$ cat src/source/data_mem_macros.svh
`ifndef DATA_MEM_MACROS_SVH
`define DATA_MEM_MACROS_SVH

// data path width of the core and the BRAM
`define DATA_MEM_DW 32

// core address width, byte addressed
`define DATA_MEM_AW 32

// one write enable per byte lane
`define DATA_MEM_BEW 4

// default number of words in the data memory
`define DATA_MEM_DEPTH 1024

`endif
$ cat src/source/data_mem_pkg.sv
`include "data_mem_macros.svh"

package data_mem_pkg;

  // load or store from the core
  // held stable until the bridge grants it
  typedef struct packed {
    // high for a store
    logic                     we;
    // byte lanes touched by a store
    logic [`DATA_MEM_BEW-1:0] be;
    // byte address, two low bits ignored
    logic [`DATA_MEM_AW-1:0]  addr;
    logic [`DATA_MEM_DW-1:0]  wdata;
  } mem_req_t;

  // response to the core, valid with rvalid only
  typedef struct packed {
    // load data, zero for stores and errors
    logic [`DATA_MEM_DW-1:0] rdata;
    // address was beyond the memory depth
    logic                    err;
  } mem_rsp_t;

  // command for one BRAM port
  typedef struct packed {
    // port enable for reads and writes
    logic                     en;
    // byte write enables, all zero on a read
    logic [`DATA_MEM_BEW-1:0] web;
    // word index, not a byte address
    logic [`DATA_MEM_AW-1:0]  addr;
    logic [`DATA_MEM_DW-1:0]  din;
  } bram_port_t;

endpackage

$ cat src/source/core_bram_bridge.sv
`timescale 1ns/1ps
`include "data_mem_macros.svh"

module core_bram_bridge #(
  parameter int MEM_DEPTH = `DATA_MEM_DEPTH
) (
  input  logic                     clk,
  input  logic                     reset,

  // core side
  input  logic                     req_i,
  input  data_mem_pkg::mem_req_t   core_req_i,
  output logic                     gnt_o,
  output logic                     rvalid_o,
  output data_mem_pkg::mem_rsp_t   rsp_o,

  // BRAM side
  output data_mem_pkg::bram_port_t bram_o,
  input  logic                     bram_busy_i,
  input  logic [`DATA_MEM_DW-1:0]  bram_dout_i
);

  import data_mem_pkg::*;

  // depth as an address sized value for the range compare
  localparam logic [`DATA_MEM_AW-1:0] DEPTH_W = MEM_DEPTH;

  logic                    accept;
  logic                    in_range;
  logic                    is_write;
  logic [`DATA_MEM_AW-1:0] word_idx;

  // response stage
  logic                    rvalid_q;
  logic                    err_q;
  logic                    rd_q;
  mem_rsp_t                rsp_d;

  // no grant in reset or during the BRAM clear sweep
  // busy is unknown before the first reset edge
  assign gnt_o  = req_i & ~reset & ~bram_busy_i;
  assign accept = req_i & gnt_o;

  // byte address to word index, low two bits dropped
  assign word_idx = {2'b00, core_req_i.addr[`DATA_MEM_AW-1:2]};
  assign in_range = (word_idx < DEPTH_W);
  assign is_write = core_req_i.we;

  // out of range requests are granted but never touch the BRAM
  always_comb begin
    bram_o.en   = accept & in_range;
    bram_o.web  = '0;
    bram_o.addr = word_idx;
    bram_o.din  = core_req_i.wdata;
    if (bram_o.en && is_write) begin
      bram_o.web = core_req_i.be;
    end
  end

  // one cycle from the accepting edge to rvalid
  // BRAM read data lines up with this stage
  always_ff @(posedge clk) begin
    if (reset) begin
      rvalid_q <= 1'b0;
      err_q    <= 1'b0;
      rd_q     <= 1'b0;
    end else begin
      rvalid_q <= accept;
      err_q    <= accept & ~in_range;
      rd_q     <= accept & in_range & ~is_write;
    end
  end

  // load data only for in range reads
  always_comb begin
    rsp_d.err   = err_q;
    rsp_d.rdata = '0;
    if (rd_q) begin
      rsp_d.rdata = bram_dout_i;
    end
  end

  assign rvalid_o = rvalid_q;
  assign rsp_o    = rsp_d;

endmodule

$ cat config.mk
export PLATFORM = sky130hd
export DESIGN_NAME = core_bram_bridge
export DESIGN_NICKNAME = d
export VERILOG_FILES = /design/src/source/data_mem_pkg.sv /design/src/source/core_bram_bridge.sv
export VERILOG_INCLUDE_DIRS = /design/src /design/src/source
export SDC_FILE = /design/constraint.sdc
export NUM_CORES = 1
export LEC_CHECK = 0
export BUFFER_PORTS_ARGS = -buffer_cell sky130_fd_sc_hd__buf_4
export CAP_MARGIN = 10
export CORE_AREA = 4 4 79 81
export CTS_CLUSTER_SIZE = 24
export DETAILED_ROUTE_END_ITERATION = 12
export DIE_AREA = 0 0 83 85
export PLACE_DENSITY = 0.6
export SETUP_SLACK_MARGIN = 0.02
export SLEW_MARGIN = 20
export SYNTH_ARGS = -nofsm -noshare
export SYNTH_HDL_FRONTEND = slang
export SYNTH_SLANG_ARGS = --single-unit
$ cat constraint.sdc
create_clock -name clk -period 1.1 [get_ports clk]
set_input_delay 0.165 -clock clk [delete_from_list [all_inputs] [get_ports clk]]
set_output_delay 0.165 -clock clk [all_outputs]
set_load 0.01 [all_outputs]
==> summary.txt <==
Finish
  – Final std cells w/o fill: 271
  – Post-layout util: 37.24%
  – N_diodes: 0
  – Share of layout cells above drive strength 1: 95.98%
  – Nets: 305
  – Area grow syn2layout: 123.5%
  – Fillcell total: 559

Yosys
  – Synthesized area per cell: 7.297 µm²
  – Syn Inst Count: 125
  – Area share of fa/ha/maj cells after synthesis: 0%
  – Largest cells by area after synthesis: buf_4 (53%), and2_1 (22%), dfxtp_1 (6.6%)
  – Netlist cell types: 15
  – Xor/xnor share of the synthesized area: 0%
  – Post-synth top area cell: buf_4
  – Post-Syn Area: 912.1 µm²
  – Warnings, synthesis: 0
  – Post-synth EDFFs: 0
  – Largest family of logic cells by synthesized area: buffers and inverters
  – Async S/R FF share, synth: 0%
  – Post-synthesis compound-gate area fraction: 0.8230%
  – Synth top area share: 53.50%
  – Most common cell in the netlist: buf_4
  – FF+latch count, synth: 3
  – Mux contribution to synthesized area: 0%
  – Sequential area share after synthesis: 6.584%
  – Post-Synth Simple-Gate Area: 36.49%
  – Synth top cells by count: buf_4 (65), and2_1 (32), nor3_1 (5)
  – Ys flop type: dfxtp_1

Worst setup path
  – Startpoint Class: input pin
  – CP required: 0.94 ns
  – CP Max Fanout: 5
  – Worst Path Arrival: 1.12 ns
  – Critical path type: input pin to output pin
  – CP endpoint kind: output pin

Placement
  – IO Port Bufs: 120
  – Detail Placement HPWL: 2655 µm
  – RD Place Congestion: 0.7341
  – Worst slack at placement: -0.2566 ns
  – Placed cells: 260

Pwr
  – Combinational power share: 44.8%
  – Power share of the clock group: 41.0%
  – Worst VDD drop: 0.2466 mV
  – Pwr dens: 381.7 mW/mm²
  – P_int: 0.5821 mW
  – Leakage Power: 0.9853 nW
  – Flop pwr share: 14.2%
  – Net Sw Power: 0.1959 mW
  – Switching share of power: 25.18%

Global routing
  – Initial antenna violation count: 0
  – Vias in the first global route: 1,134
  – Largest net degree at the start of global routing: 8
  – Gr ovfl total: 0
  – First-pass GRT wire length: 5237 µm
  – Overall Global Routing Usage: 8.824%

Clock network
  – CTS tree: done
  – Num CTS Buffers: 3
  – CTS sink cnt: 3
  – Hold_buf cts: 0
  – Clock Path Buffers: 2
  – H-tree depth: 1
  – Root Driver: clkbuf_8
  – Worst-path clk slew: 0.03 ns

STA
  – PnR worst setup slack: -0.1829 ns
  – Final Slew Violations: 0
  – FMAX: 779.5 MHz
  – Final Cycle Share: 116.6%
  – RSZ-0062 raised after global routing: true
  – Setup violations, final: 40
  – Post-route minimum period: 1.283 ns
  – Final hold violation count: 0
  – Hold Slack: 0.1747 ns

Status
  – Failing checks: setup timing
  – Outcome: finished with violations

Routing
  – Via density: 3.838
  – WL per Instance: 12.98 µm
  – Routed WL: 3517 µm
  – Via count: 1,040
  – Initial drt markers: 2
  – Pre-Repair DR Iteration Count: 2
  – DRC: 0
  – Final ANT Viol Nets: 0

Die
  – IO Count: 209
  – Initial Util: 16.67%
  – Die footprint: 0.007055 mm²
  – Die Height: 85 µm
  – FP Rows: 27
  – DIE WIDTH: 83 µm
  – Core ar.: 0.005473 mm²

Job
  – Max-Cap Viols: 0

Min path
  – Hold Path Class: input pin to flip-flop
-- critical path, stage by stage --
cell	delay [ns]
buf_4	0.11
or3b_4	0.39
clkinv_4	0.09
nand3_2	0.07
nor3_2	0.15
buf_4	0.14
-- layer usage --
metal	global-route usage [%]	vias to the layer above	routed length [µm]
met5	0	-	0
met4	2.080	0	6
met3	6.505	4	614
met2	15.23	110	1807
met1	8.477	450	1088
li1	-	476	-
-- registers in the layout (all words and copies together) (netlist names) --
signal,flops
err_q,1
rd_q,1
rvalid_o,1
-- worst paths after layout --
kind | startpoint | endpoint | slack [ns] | cells after the start
max | reset | bram_o[65] | -0.18 | 6
min | core_req_i[68] | rd_q | 0.17 | 2
-- final cells by class --
type	count	area, µm²	area share [%]
Timing Repair Buffer	137	1281	62.86
Multi-Input combinational cell	53	545.5	26.76
Tap cell	72	90.09	4.420
Sequential cell	3	63.81	3.131
Clock buffer	4	45.04	2.210
Inverter	2	12.51	0.6139
-- placed cells by master, fill, tap and decap left out --
| cell type | count |
|---|---|
| and2_4 | 32 |
| buf_8 | 1 |
| clkinv_4 | 1 |
| buf_12 | 2 |
| or3b_4 | 1 |
| nand3_4 | 1 |
| buf_4 | 84 |
| nand3_2 | 4 |
| dfxtp_4 | 1 |
| nor3_2 | 5 |
| dfxtp_1 | 2 |
| conb_1 | 2 |
| buf_6 | 48 |
| clkbuf_8 | 3 |
| buf_16 | 2 |
| clkbuf_1 | 1 |
| nand2_1 | 1 |
| o21a_1 | 1 |
| nor4_4 | 6 |
| inv_1 | 1 |
-- metrics by stage --
step / cell area, µm² / setup TNS, ns / power [mW]
after global routing: 2038 / -5.155 / 0.8273
after global placement: 1520 / -1.556 / 0.4096
after detailed placement: 1520 / -1.649 / 0.4121
after floorplan: 940.9 / -0.04597 / 0.3749
after CTS: 2019 / -5.410 / 0.7722
final: 2038 / -3.545 / 0.7780
-- power by group through the flow --
stage | Clock [mW] | Sequential, mW | Combinational [mW]
finish | 0.319 | 0.111 | 0.348
global route | 0.343 | 0.111 | 0.373
CTS | 0.327 | 0.111 | 0.334
detailed placement | 0 | 0.115 | 0.297
global placement | 0 | 0.115 | 0.295
floorplan | 0 | 0.115 | 0.259
-- kinds of logic (layout without fill, tap and decap cells) --
kind of cell           count (synthesis)  in the layout
buffers and inverters                 70            143
other                                  1              2
DFF                                    3              3
AOI/OAI and AO/OA                      1              1
and+or+nand+nor                       50             50
-- timing repair --
item | CTS | global route
setup buffers | 6 | 3
setup endpoints to repair | 39 | 40
resized for setup | 90 | 12
gates cloned | 3 | 0
hold endpoints to repair | 0 | 0
pin swaps | 14 | 10
Power figures use the tool's default switching activity.
